### config.mk
export PLATFORM = sky130hd
export DESIGN_NAME = stream_read_top
export DESIGN_NICKNAME = d
export VERILOG_FILES = /design/src/design/axi_read_pkg.sv /design/src/design/stream_read_pkg.sv /design/src/design/burst_cmd_if.sv /design/src/design/read_beat_if.sv /design/src/design/axi_burst_reader.sv /design/src/design/response_packer.sv /design/src/design/stream_cmd_sequencer.sv /design/src/design/stream_read_top.sv /design/src/design/sync_fifo.sv
export SDC_FILE = /design/constraint.sdc
export NUM_CORES = 2
export LEC_CHECK = 0
export BUFFER_PORTS_ARGS = -buffer_cell sky130_fd_sc_hd__buf_2
export CORE_MARGIN = 10
export CORE_UTILIZATION = 23
export DETAILED_ROUTE_END_ITERATION = 8
export PLACE_DENSITY = 0.39
export SYNTH_ARGS = -nofsm -noshare
export SYNTH_HDL_FRONTEND = slang
export SYNTH_SLANG_ARGS = --single-unit
### constraint.sdc
create_clock -name ap_clk -period 6.75 [get_ports ap_clk]
set_input_delay 0 -clock ap_clk [delete_from_list [all_inputs] [get_ports ap_clk]]
set_output_delay 0 -clock ap_clk [all_outputs]
set_load 0.1 [all_outputs]
### src/design/axi_read_pkg.sv
// AXI4 read channel widths for a 64-bit data bus
// Bursts are always INCR at full bus width
`default_nettype none

package axi_read_pkg;

  // --------------------
  // Channel widths
  localparam int AXI_DATA_W = 64;
  localparam int AXI_LEN_W  = 8;

  typedef logic [AXI_DATA_W-1:0] data_t;
  typedef logic [AXI_LEN_W-1:0]  axi_len_t;

  // --------------------
  // Fixed burst attributes
  localparam logic [2:0] AXI_SIZE_FULL  = 3'd3;
  localparam logic [1:0] AXI_BURST_INCR = 2'd1;

  // Address step between beats
  localparam int AXI_BYTES_PER_BEAT = 1 << AXI_SIZE_FULL;

endpackage

`default_nettype wire

### src/design/stream_read_pkg.sv
// Request and response formats of the stream read unit
// Needs axi_read_pkg compiled first; a beat count of zero is illegal
`default_nettype none

package stream_read_pkg;

  // --------------------
  // Field widths
  localparam int ADDR_W  = 32;
  localparam int BEATS_W = 8;
  localparam int TAG_W   = 6;

  typedef logic [ADDR_W-1:0]  addr_t;
  typedef logic [BEATS_W-1:0] beats_t;
  typedef logic [TAG_W-1:0]   tag_t;

  // Request queue entry
  typedef struct packed {
    addr_t  addr;
    beats_t beats;
    tag_t   tag;
  } req_t;

  // Response queue entry, one per data beat
  typedef struct packed {
    axi_read_pkg::data_t data;
    tag_t                tag;
    logic                last;
  } resp_t;

  // --------------------
  // Queue sizing
  localparam int REQ_DEPTH        = 8;
  localparam int RESP_DEPTH       = 32;
  localparam int RESP_ALMOST_FULL = 4;

  // Command sequencer states
  typedef enum logic [2:0] {
    RESET,
    READY,
    ISSUE,
    PENDING,
    DONE
  } seq_state_e;

endpackage

`default_nettype wire

### src/design/burst_cmd_if.sv
// One burst command in flight at a time
// Fields stay stable from start until done
`timescale 1ns/100ps
`default_nettype none

interface burst_cmd_if;
  import stream_read_pkg::*;

  // One-cycle pulses
  logic   start;
  logic   done;
  // Command fields from the request queue head
  addr_t  addr;
  beats_t beats;
  tag_t   tag;

  modport sequencer (output start, output addr, output beats, output tag, input done);
  modport reader    (input start, input addr, input beats);
  modport packer    (input start, input beats, input tag, output done);

endinterface

`default_nettype wire

### src/design/read_beat_if.sv
// Read data beats, valid/ready handshake
`timescale 1ns/100ps
`default_nettype none

interface read_beat_if;
  import axi_read_pkg::*;

  // Transfer when valid and ready are both high
  logic  valid;
  logic  ready;
  data_t data;
  // Copy of rlast
  logic  last;

  // Reader is the source
  modport reader (output valid, output data, output last, input ready);
  // Packer is the sink
  modport packer (input valid, input data, input last, output ready);

endinterface

`default_nettype wire

### src/design/axi_burst_reader.sv
// AXI4 read master for one INCR burst at a time
// Address is aligned down to the bus width; rready only inside a burst
`timescale 1ns/100ps
`default_nettype none

module axi_burst_reader (
  input  logic                   ap_clk,
  input  logic                   areset_control,
  // AXI read address channel
  input  logic                   m_axi_arready,
  output logic                   m_axi_arvalid,
  output stream_read_pkg::addr_t m_axi_araddr,
  output axi_read_pkg::axi_len_t m_axi_arlen,
  // AXI read data channel
  input  logic                   m_axi_rvalid,
  input  axi_read_pkg::data_t    m_axi_rdata,
  input  logic                   m_axi_rlast,
  output logic                   m_axi_rready,
  burst_cmd_if.reader            cmd,
  read_beat_if.reader            beat
);
  import stream_read_pkg::*;
  import axi_read_pkg::*;

  // Clears the byte offset inside one beat
  localparam addr_t ALIGN_MASK = ~addr_t'(AXI_BYTES_PER_BEAT - 1);

  logic in_burst;
  logic r_fire;

  assign r_fire = m_axi_rvalid & m_axi_rready;

  // --------------------
  // Address phase
  always_ff @(posedge ap_clk) begin
    if (areset_control) begin
      m_axi_arvalid <= 1'b0;
    end else if (cmd.start) begin
      m_axi_arvalid <= 1'b1;
    end else if (m_axi_arready) begin
      // Held until the slave takes it
      m_axi_arvalid <= 1'b0;
    end
  end

  // Address and length latched with start
  always_ff @(posedge ap_clk) begin
    if (cmd.start) begin
      m_axi_araddr <= cmd.addr & ALIGN_MASK;
      // arlen is beats minus one
      m_axi_arlen  <= axi_len_t'(cmd.beats - 1'b1);
    end
  end

  // --------------------
  // Data phase
  // Burst window runs from start to the rlast beat
  always_ff @(posedge ap_clk) begin
    if (areset_control) begin
      in_burst <= 1'b0;
    end else if (cmd.start) begin
      in_burst <= 1'b1;
    end else if (r_fire && m_axi_rlast) begin
      in_burst <= 1'b0;
    end
  end

  // Beats pass straight through to the packer
  assign beat.valid   = m_axi_rvalid & in_burst;
  assign beat.data    = m_axi_rdata;
  assign beat.last    = m_axi_rlast;

  // Packer back-pressure reaches the slave here
  assign m_axi_rready = beat.ready & in_burst;

endmodule

`default_nettype wire

### src/design/response_packer.sv
// Tags each returning beat and queues it for the client
// Stops taking beats when fewer than RESP_ALMOST_FULL entries are free
`timescale 1ns/100ps
`default_nettype none

module response_packer (
  input  logic                  ap_clk,
  input  logic                  areset_control,
  input  logic                  idle,
  input  logic                  resp_ready,
  output logic                  resp_valid,
  output axi_read_pkg::data_t   resp_data,
  output stream_read_pkg::tag_t resp_tag,
  output logic                  resp_last,
  output logic                  done,
  burst_cmd_if.packer           cmd,
  read_beat_if.packer           beat
);
  import stream_read_pkg::*;

  beats_t remaining;
  tag_t   tag_q;
  logic   busy;
  logic   beat_fire;
  logic   final_beat;
  logic   burst_end;
  logic   done_pulse;
  resp_t  wr_entry;
  resp_t  rd_entry;
  logic   q_empty;
  logic   q_almost_full;

  assign beat_fire  = beat.valid & beat.ready;
  assign final_beat = (remaining == beats_t'(1));
  // Early rlast also closes the burst so the sequencer never hangs
  assign burst_end  = beat_fire & (final_beat | beat.last);

  // --------------------
  // Beat counter
  always_ff @(posedge ap_clk) begin
    if (areset_control) begin
      remaining  <= '0;
      busy       <= 1'b0;
      done_pulse <= 1'b0;
    end else begin
      done_pulse <= burst_end;
      if (cmd.start) begin
        remaining <= cmd.beats;
        busy      <= 1'b1;
      end else if (beat_fire) begin
        remaining <= remaining - 1'b1;
        if (burst_end) busy <= 1'b0;
      end
    end
  end

  // Tag of the burst in flight
  always_ff @(posedge ap_clk) begin
    if (cmd.start) tag_q <= cmd.tag;
  end

  assign cmd.done   = done_pulse;
  assign beat.ready = busy & ~q_almost_full;

  // --------------------
  // Response queue
  assign wr_entry = '{data: beat.data, tag: tag_q, last: final_beat | beat.last};

  sync_fifo #(
    .DEPTH             (RESP_DEPTH),
    .WIDTH             ($bits(resp_t)),
    .ALMOST_FULL_MARGIN(RESP_ALMOST_FULL)
  ) resp_queue_i (
    .ap_clk        (ap_clk),
    .areset_control(areset_control),
    .wr_en         (beat_fire),
    .din           (wr_entry),
    .rd_en         (resp_ready),
    .dout          (rd_entry),
    .full          (),
    .empty         (q_empty),
    .almost_full   (q_almost_full)
  );

  assign resp_valid = ~q_empty;
  assign resp_data  = rd_entry.data;
  assign resp_tag   = rd_entry.tag;
  assign resp_last  = rd_entry.last;

  // Both queues drained and sequencer idle
  always_ff @(posedge ap_clk) begin
    if (areset_control) done <= 1'b0;
    else done <= idle & q_empty;
  end

endmodule

`default_nettype wire

### src/design/stream_cmd_sequencer.sv
// Issues one burst per queued request and waits for its done pulse
// Requests leave the queue only after their burst completes
`timescale 1ns/100ps
`default_nettype none

module stream_cmd_sequencer (
  input  logic                  ap_clk,
  input  logic                  areset_control,
  input  logic                  req_valid,
  input  stream_read_pkg::req_t req_data,
  output logic                  req_ready,
  output logic                  idle,
  burst_cmd_if.sequencer        cmd
);
  import stream_read_pkg::*;

  req_t       head;
  logic       q_full;
  logic       q_empty;
  logic       q_pop;
  seq_state_e state;
  seq_state_e state_next;

  // --------------------
  // Request queue
  sync_fifo #(
    .DEPTH             (REQ_DEPTH),
    .WIDTH             ($bits(req_t)),
    .ALMOST_FULL_MARGIN(1)
  ) req_queue_i (
    .ap_clk        (ap_clk),
    .areset_control(areset_control),
    .wr_en         (req_valid),
    .din           (req_data),
    .rd_en         (q_pop),
    .dout          (head),
    .full          (q_full),
    .empty         (q_empty),
    .almost_full   ()
  );

  assign req_ready = ~q_full;

  // --------------------
  // State machine
  always_ff @(posedge ap_clk) begin
    if (areset_control) state <= RESET;
    else state <= state_next;
  end

  always_comb begin
    state_next = state;
    case (state)
      RESET:   state_next = READY;
      // Head visible, start a burst for it
      READY:   if (!q_empty) state_next = ISSUE;
      ISSUE:   state_next = PENDING;
      // Packer has tagged the last beat
      PENDING: if (cmd.done) state_next = DONE;
      DONE:    state_next = READY;
      default: state_next = RESET;
    endcase
  end

  // Start pulse for the single ISSUE cycle
  assign cmd.start = (state == ISSUE);
  // Head stays put until DONE, so fields are stable
  assign cmd.addr  = head.addr;
  assign cmd.beats = head.beats;
  assign cmd.tag   = head.tag;

  // Pop finished request
  assign q_pop = (state == DONE);
  assign idle  = (state == READY) & q_empty;

endmodule

`default_nettype wire

### src/design/stream_read_top.sv
// Stream read unit with one outstanding AXI4 read burst
// Fixed arsize (full width) and arburst (INCR); no rresp check
`timescale 1ns/100ps
`default_nettype none

module stream_read_top (
  input  logic                   ap_clk,
  input  logic                   areset_control,
  // Client requests
  input  logic                   req_valid,
  output logic                   req_ready,
  input  stream_read_pkg::addr_t req_addr,
  input  stream_read_pkg::beats_t req_beats,
  input  stream_read_pkg::tag_t  req_tag,
  // Client responses
  output logic                   resp_valid,
  input  logic                   resp_ready,
  output axi_read_pkg::data_t    resp_data,
  output stream_read_pkg::tag_t  resp_tag,
  output logic                   resp_last,
  output logic                   done,
  // AXI4 read master
  output logic                   m_axi_arvalid,
  input  logic                   m_axi_arready,
  output stream_read_pkg::addr_t m_axi_araddr,
  output axi_read_pkg::axi_len_t m_axi_arlen,
  input  logic                   m_axi_rvalid,
  output logic                   m_axi_rready,
  input  axi_read_pkg::data_t    m_axi_rdata,
  input  logic                   m_axi_rlast
);

  logic seq_idle;

  burst_cmd_if cmd_if ();
  read_beat_if beat_if ();

  // --------------------
  // Request side
  stream_cmd_sequencer stream_cmd_sequencer_i (
    .ap_clk        (ap_clk),
    .areset_control(areset_control),
    .req_valid     (req_valid),
    // Packed in req_t field order
    .req_data      ({req_addr, req_beats, req_tag}),
    .req_ready     (req_ready),
    .idle          (seq_idle),
    .cmd           (cmd_if.sequencer)
  );

  // AXI side
  axi_burst_reader axi_burst_reader_i (
    .ap_clk        (ap_clk),
    .areset_control(areset_control),
    .m_axi_arready (m_axi_arready),
    .m_axi_arvalid (m_axi_arvalid),
    .m_axi_araddr  (m_axi_araddr),
    .m_axi_arlen   (m_axi_arlen),
    .m_axi_rvalid  (m_axi_rvalid),
    .m_axi_rdata   (m_axi_rdata),
    .m_axi_rlast   (m_axi_rlast),
    .m_axi_rready  (m_axi_rready),
    .cmd           (cmd_if.reader),
    .beat          (beat_if.reader)
  );

  // Response side and done flag
  response_packer response_packer_i (
    .ap_clk        (ap_clk),
    .areset_control(areset_control),
    .idle          (seq_idle),
    .resp_ready    (resp_ready),
    .resp_valid    (resp_valid),
    .resp_data     (resp_data),
    .resp_tag      (resp_tag),
    .resp_last     (resp_last),
    .done          (done),
    .cmd           (cmd_if.packer),
    .beat          (beat_if.packer)
  );

endmodule

`default_nettype wire

### src/design/sync_fifo.sv
// First-word-fall-through FIFO; writes when full and reads when empty are ignored
`timescale 1ns/100ps
`default_nettype none

module sync_fifo #(
  parameter int DEPTH              = 8,
  parameter int WIDTH              = 8,
  parameter int ALMOST_FULL_MARGIN = 1
) (
  input  logic             ap_clk,
  input  logic             areset_control,
  input  logic             wr_en,
  input  logic [WIDTH-1:0] din,
  input  logic             rd_en,
  output logic [WIDTH-1:0] dout,
  output logic             full,
  output logic             empty,
  output logic             almost_full
);

  localparam int PTR_W = (DEPTH > 1) ? $clog2(DEPTH) : 1;
  localparam int CNT_W = $clog2(DEPTH + 1);

  logic [WIDTH-1:0] mem [DEPTH];
  logic [PTR_W-1:0] wr_ptr;
  logic [PTR_W-1:0] rd_ptr;
  logic [CNT_W-1:0] count;
  logic             push;
  logic             pop;

  // Pointer step with wrap at DEPTH
  function automatic logic [PTR_W-1:0] ptr_next(input logic [PTR_W-1:0] ptr);
    ptr_next = (ptr == PTR_W'(DEPTH - 1)) ? '0 : ptr + 1'b1;
  endfunction

  assign push = wr_en & ~full;
  assign pop  = rd_en & ~empty;

  // --------------------
  // Pointers and occupancy
  always_ff @(posedge ap_clk) begin
    if (areset_control) begin
      wr_ptr <= '0;
      rd_ptr <= '0;
      count  <= '0;
    end else begin
      if (push) wr_ptr <= ptr_next(wr_ptr);
      if (pop)  rd_ptr <= ptr_next(rd_ptr);
      // Simultaneous push and pop leaves count alone
      if (push && !pop) count <= count + 1'b1;
      else if (pop && !push) count <= count - 1'b1;
    end
  end

  // Storage
  always_ff @(posedge ap_clk) begin
    if (push) mem[wr_ptr] <= din;
  end

  // Head word shows while not empty
  assign dout        = mem[rd_ptr];
  assign full        = (count == CNT_W'(DEPTH));
  assign empty       = (count == '0);
  // Fewer than ALMOST_FULL_MARGIN entries free
  assign almost_full = (count > CNT_W'(DEPTH - ALMOST_FULL_MARGIN));

endmodule

`default_nettype wire

# [Word-level counts from Yosys, hierarchy flattened]
# Memory sizes are Yosys's and may differ from the RTL's. A register that Yosys moved wholly into a read port is not among the register bits.
# Index checks and enable logic that the tools add are counted.
[classes] n_addsub=10 n_lt_le_gt_ge=1 n_eq_ne=13 mux=28 bitwise_logic=18 n_reduce_logical=21
[ops] cell="5-bit 2-to-1 mux" n=4
[ops] cell="3-bit 2-to-1 mux" n=6
[ops] cell="8-bit 2-to-1 mux" n=2
[ops] cell="8-bit by 1-bit subtractor with 8-bit output, second input constant" n=2
[ops] cell="1-bit AND" n=12
[ops] cell="6-bit 2-to-1 mux" n=2
[ops] cell="3-bit one-hot mux with 4 select lines" n=1
[ops] cell="2-bit nonzero test" n=6
[ops] cell="1-bit 2-to-1 mux" n=11
[ops] cell="5-bit by 1-bit adder with 5-bit output, second input constant" n=2
[ops] cell="5-bit equality test, second input constant" n=2
[ops] cell="3-bit equality test, second input constant" n=3
[ops] cell="8-bit by 1-bit equality test with 1-bit output, second input constant" n=1
[ops] cell="4-bit 2-to-1 mux" n=2
[ops] cell="3-bit by 1-bit adder with 3-bit output, second input constant" n=2
[ops] cell="6-bit by 1-bit adder with 6-bit output, second input constant" n=1
[ops] cell="3-bit by 2-bit equality test with 1-bit output, second input constant" n=2
[ops] cell="6-bit equality test, second input constant" n=1
[ops] cell="6-bit by 5-bit greater-than comparator with 1-bit output, second input constant" n=1
[ops] cell="6-bit logical NOT" n=1
[ops] cell="6-bit by 1-bit subtractor with 6-bit output, second input constant" n=1
[ops] cell="1-bit logical AND" n=5
[ops] cell="1-bit inverter" n=5
[ops] cell="4-bit by 1-bit adder with 4-bit output, second input constant" n=1
[ops] cell="other kinds (11)" n=15
[word_totals] reg_bits=85 ramBits=2640 input_bits=117 output_inout_bits=116 word_cells=109 mem_count=2
[mem_list] memory="response_packer_i.resp_queue_i.mem" words=32 word_bits=71 rd=1 rd_ports_with_merged_regs=1 write_ports=1 line_no="sync_fifo.sv:24" text="logic [WIDTH-1:0] mem [DEPTH];"
[mem_list] memory="stream_cmd_sequencer_i.req_queue_i.mem" words=8 word_bits=46 rd=1 rd_ports_with_merged_regs=1 write_ports=1 line_no="sync_fifo.sv:24"

# [Logic depth before layout (Yosys ltp)]
[logic_depth] depth_word=9 mapped_depth=13

# [Cells and area by module]
# From an unflattened synthesis, not the netlist that was laid out.
[hier_totals] cells_unflattened=4846 hier_area_um2=104582.8
[by_module_without_submodules] module="sync_fifo at response_packer_i.resp_queue_i" instances=1 cells_each=4006 area_per_inst_um2=87014.7 seq_area_each_um2=68645.8
[by_module_without_submodules] module="sync_fifo at stream_cmd_sequencer_i.req_queue_i" instances=1 cells_each=608 area_per_inst_um2=14750.4 seq_area_each_um2=11310.8
[by_module_without_submodules] module="axi_burst_reader" instances=1 cells_each=133 area_per_inst_um2=1831.8 seq_area_each_um2=1151.1
[by_module_without_submodules] module="response_packer" instances=1 cells_each=82 area_per_inst_um2=833.3 seq_area_each_um2=400.4
[by_module_without_submodules] module="stream_cmd_sequencer" instances=1 cells_each=17 area_per_inst_um2=152.6 seq_area_each_um2=60.1

# [Worst setup path before layout]
# OpenSTA, ideal clock, no wires.
[synth_timing] path_type="reg-to-reg" start="reg stream_cmd_sequencer_i.req_queue_i.count[0]" end="mem stream_cmd_sequencer_i.req_queue_i.mem[0][0] (netlist name), enable pin" setup_time_ps=552 arrival_time_ps=5643 required_time_ps=6198 slack_ps=555 path_stages_with_launch=5 path_buffers=0 synth_period_minus_slack_ps=6195 path_cell_list="dfxtp_1 nor3_1 nand2_1 nand2_1 nor4_1"
[synth_via] elab_chain_cells=5
[synth_rtl] element="start: declaration" line_no="sync_fifo.sv:27" text="logic [CNT_W-1:0] count;"
[synth_rtl] element="start signal: assignment" line_no="sync_fifo.sv:50" text="if (push && !pop) count <= count + 1'b1;"
[synth_rtl] element="start signal: assignment" line_no="sync_fifo.sv:51" text="else if (pop && !push) count <= count - 1'b1;"
[synth_rtl] element="4-bit equality test" line_no="sync_fifo.sv:62" text="assign full = (count == CNT_W'(DEPTH));"
[synth_rtl] element="1-bit inverter"
[synth_rtl] element="via req_ready" line_no="stream_read_top.sv:11" text="output logic req_ready,"
[synth_rtl] element="1-bit AND" line_no="sync_fifo.sv:36" text="assign push = wr_en & ~full;"
[synth_rtl] element="1-bit 2-to-1 mux" line_no="sync_fifo.sv:57" text="if (push) mem[wr_ptr] <= din;"
[synth_rtl] element="1-bit 2-to-1 mux (not written as such)" line_no="sync_fifo.sv:57"
[synth_rtl] element="end: declaration" line_no="sync_fifo.sv:24"
# The timed path passes the listed nets, and every way through them passes these cells.

==> summary.txt <==
Yosys
  • Yosys warning count: 0
  • Count of flip-flops with a built-in enable after synthesis: 2659
  • Register area share after synthesis: 78.58%
  • Most used flip-flop cell after synthesis: edfxtp_1
  • Mean instance size in the synthesized netlist: 24.86 um2
  • Mapped Cells: 4138
  • Asr flop ratio synth: 0%
  • Number of distinct standard cells referenced by the synthesized netlist: 54
  • Combined area of all synthesized cells: 0.1029 mm2
  • Register bit total from synthesis: 2709

Power
  • Combinational Power Share: 17.4%
  • Net Sw Frac: 26.93%
  • Internal portion of total power: 31.38 mW
  • Maximum resistive drop on vdd: 0.2340 mV
  • Static Leakage: 36.84 nW
  • Power per cell area: 346.3 mW/mm2
  • Reg power frac: 44.0%
  • Net switching power: 11.57 mW
  • Sum of internal, switching and leakage power: 42.95 mW
  • Power share of the clock group: 38.6%

Critical path
  • Type of the worst setup path: reg2out
  • Highest net fanout along the worst path: 34
  • Worst EP required: 6.75 ns
  • Critical Path AT: 4.48 ns
  • Sort of element at the end of the critical path: primary output
  • Crit path launch type: flop

STA
  • Highest attainable clock frequency: 223.2 MHz
  • Final hold violation count: 0
  • Remaining max-slew budget at the tightest pin: 13.50%
  • Setup violations, final: 0
  • Setup Total Neg Slack: 0 ns
  • Slew at the pin with the worst max-slew slack: 1.298 ns
  • Post-route setup slack: 2.269 ns
  • Final worst path period share: 66.38%
  • Max-slew violation total from the final report: 0
  • Final min period: 4.481 ns
  • Setup repair after global routing missed its margin: no
  • Clock Skew: 0.09346 ns

Floorplan
  • Row count: 245
  • Die Footprint: 0.4745 mm2
  • Die boundary width: 688.8 um
  • Initial Utilization: 23.10%
  • Number of primary I/O pins: 233
  • Core Region: 0.4454 mm2
  • DIE HEIGHT: 688.8 um

Placement
  • Number of buffer cells added on primary ports: 226
  • Placer's final routability congestion estimate: 0.6744
  • HPWL after detailed placement: 148100 um
  • Placement Cell Area: 0.1123 mm2
  • Worst slack at placement: 3.017 ns

CTS
  • Number of buffers created by CTS: 323
  • Clock tree from TritonCTS: built
  • TritonCTS Sinks: 2709
  • Max Buffers Root-to-Sink: 4
  • Number of levels the H-tree was split into: 5
  • CTS Root Buffer Type: clkbuf_16
  • Insertion delay of the later-clocked pin in the worst-skew pair: 0.95 ns
  • Clock input transition at the sequential cells of the worst setup and hold paths: 0.06 ns

Drt
  • Average wire per standard cell: 26.73 um
  • Wire length after detailed routing: 293000 um
  • Detailed-router iteration count before antenna repair: 7
  • Number of antenna-violating nets in the routed design: 0
  • DR vias: 46976
  • Number of DRC markers after the initial detailed-route iteration: 3413
  • Remaining routing DRC violations: 0
  • Via density per instance: 4.286

Final layout
  • Number of filler cells placed in the layout: 43755
  • Commonest cells after routing, fill and taps aside: edfxtp_1 (2659), mux4_2 (794), clkbuf_16 (326)
  • Area grow syn2layout: 20.54%
  • Most common cell after layout, fill and taps aside: edfxtp_1
  • Post-route cell area: 0.1240 mm2
  • Fraction of final layout cells with drive strength greater than 1: 34.32%
  • Post-layout nets: 4905

GRT
  • Largest net degree at the start of global routing: 120
  • GRT Resource Usage Total: 12.05%
  • Number of global-route vias before repair: 50194
  • Antenna violations before repair: 46
  • Wire length of the first global-routing pass: 407100 um
  • Remaining Overflow, GRT: 0

Job
  • Number of max-cap violations: 0

Outcome
  • Result of the run: finished clean

Worst hold path
  • Class of the most critical hold timing path: in2reg
-- worst paths after layout --
check	from	end	slack, ns	depth (start not counted)
worst max-delay path	flop	resp_data[37]	2.27	6
worst min-delay path	m_axi_rdata[17]	response_packer_i.resp_queue_i.mem[24][24]	0.12	2
worst max register to register	response_packer_i.resp_queue_i.count[0]	response_packer_i.resp_queue_i.mem[22][8]	3.16	7
worst min register to register	response_packer_i.busy	response_packer_i.busy	0.49	2
-- power by group through the flow --
stage | sequential [mW] | clock [mW] | combinational [mW]
CTS | 18.9 | 17.1 | 7.74
detailed placement | 19.3 | 0 | 7.63
finish | 18.9 | 16.6 | 7.47
global placement | 19.2 | 0 | 7.65
floorplan | 19.3 | 0 | 5.52
global route | 18.9 | 17.8 | 8.00
-- layout make-up --
type	instances	area (um2)	area share, %
Antenna cell	18	45.04	0.03632
Clock buffer	403	8467	6.827
Sequential cell	2709	80880	65.21
Tap cell	5928	7417	5.980
Clock inverter	172	1599	1.289
Multi-Input combinational cell	1210	21340	17.21
Timing Repair Buffer	507	4227	3.408
Inverter	13	48.80	0.03934
-- per-stage QoR --
step,utilization [%],hold slack [ns],instances
finish,27.84,0.1241,10960
global route,27.84,0.1000,10951
CTS,27.83,0.03414,10942
detailed placement,25.22,0.2796,10208
global placement,25.22,0.2655,10208
floorplan,-,0.09887,4140
-- logic make-up after synthesis --
family | after synthesis | share of synthesized area (%)
AO/OA/AOI/OAI | 65 | 0.3928
adder cells (fa/ha/maj) | 24 | 0.3064
buffers and inverters | 221 | 0.9753
XOR/XNOR | 20 | 0.1703
multiplexers | 920 | 18.74
flip-flops | 2709 | 78.58
AND/OR/NAND/NOR | 178 | 0.8306
other | 1 | 0.003645
-- routing by layer --
layer  global-route usage, %  part of all wire [%]  vias up
li1                        -                     -    19246
met1                   16.52                    45    26133
met2                   19.92                    48     1166
met3                   2.009                   4.8      411
met4                   3.019                   2.5       20
met5                       0                 0.044        -
-- cell usage after synthesis (all sizes together), types with 2 or more instances --
cell type  instances  area (um2)
fa                 2       40.04
a211oi             9       67.56
or3                8       50.05
edfxtp          2659       79850
ha                22       275.3
inv               12       45.04
nand2b             6       37.54
xor2               7       61.31
or2                2       12.51
nand3b             5       37.54
nor2              78       292.8
nor2b              3       18.77
mux4             794       17880
mux2             113        1272
or4                4       30.03
and3               2       12.51
nor3              19       95.09
clkbuf           103       386.6
nand4              3       18.77
mux2i             13       130.1
o21ai              7       35.03
nor4               8       50.05
nand3              8       40.04
a21o               5       37.54
xnor2             13       113.9
a31oi              3       18.77
buf              105       568.0
nand2             24       90.09
o22ai              3       18.77
a21oi             28       140.1
dfxtp             50        1001
-- state kept, by name, summed over array words and instances, names as in the netlist, 4 cells and up, named ones only --
signal                                    flops
response_packer_i.resp_queue_i.count          6
axi_burst_reader_i.m_axi_araddr              29
response_packer_i.remaining                   8
response_packer_i.resp_queue_i.wr_ptr         5
response_packer_i.resp_queue_i.rd_ptr         5
axi_burst_reader_i.m_axi_arlen                8
response_packer_i.resp_queue_i.mem         2272
response_packer_i.tag_q                       6
stream_cmd_sequencer_i.req_queue_i.mem      344
stream_cmd_sequencer_i.req_queue_i.count      4
-- what timing repair did --
item / 4_1_cts / 5_1_grt
gates resized for setup: 0 / 0
buffers inserted: 0 / 0
hold endpoints to repair: 2473 / 0
hold buffers: 159 / 0
-- critical path, cell delays in order (launching register included) --
cell and delay [ns]:
dfxtp_4 0.91, buf_12 0.37, buf_4 0.43, mux4_2 0.58, mux4_2 0.60, mux2_2 0.31, buf_2 0.30
(Power assumes the default switching activity.)
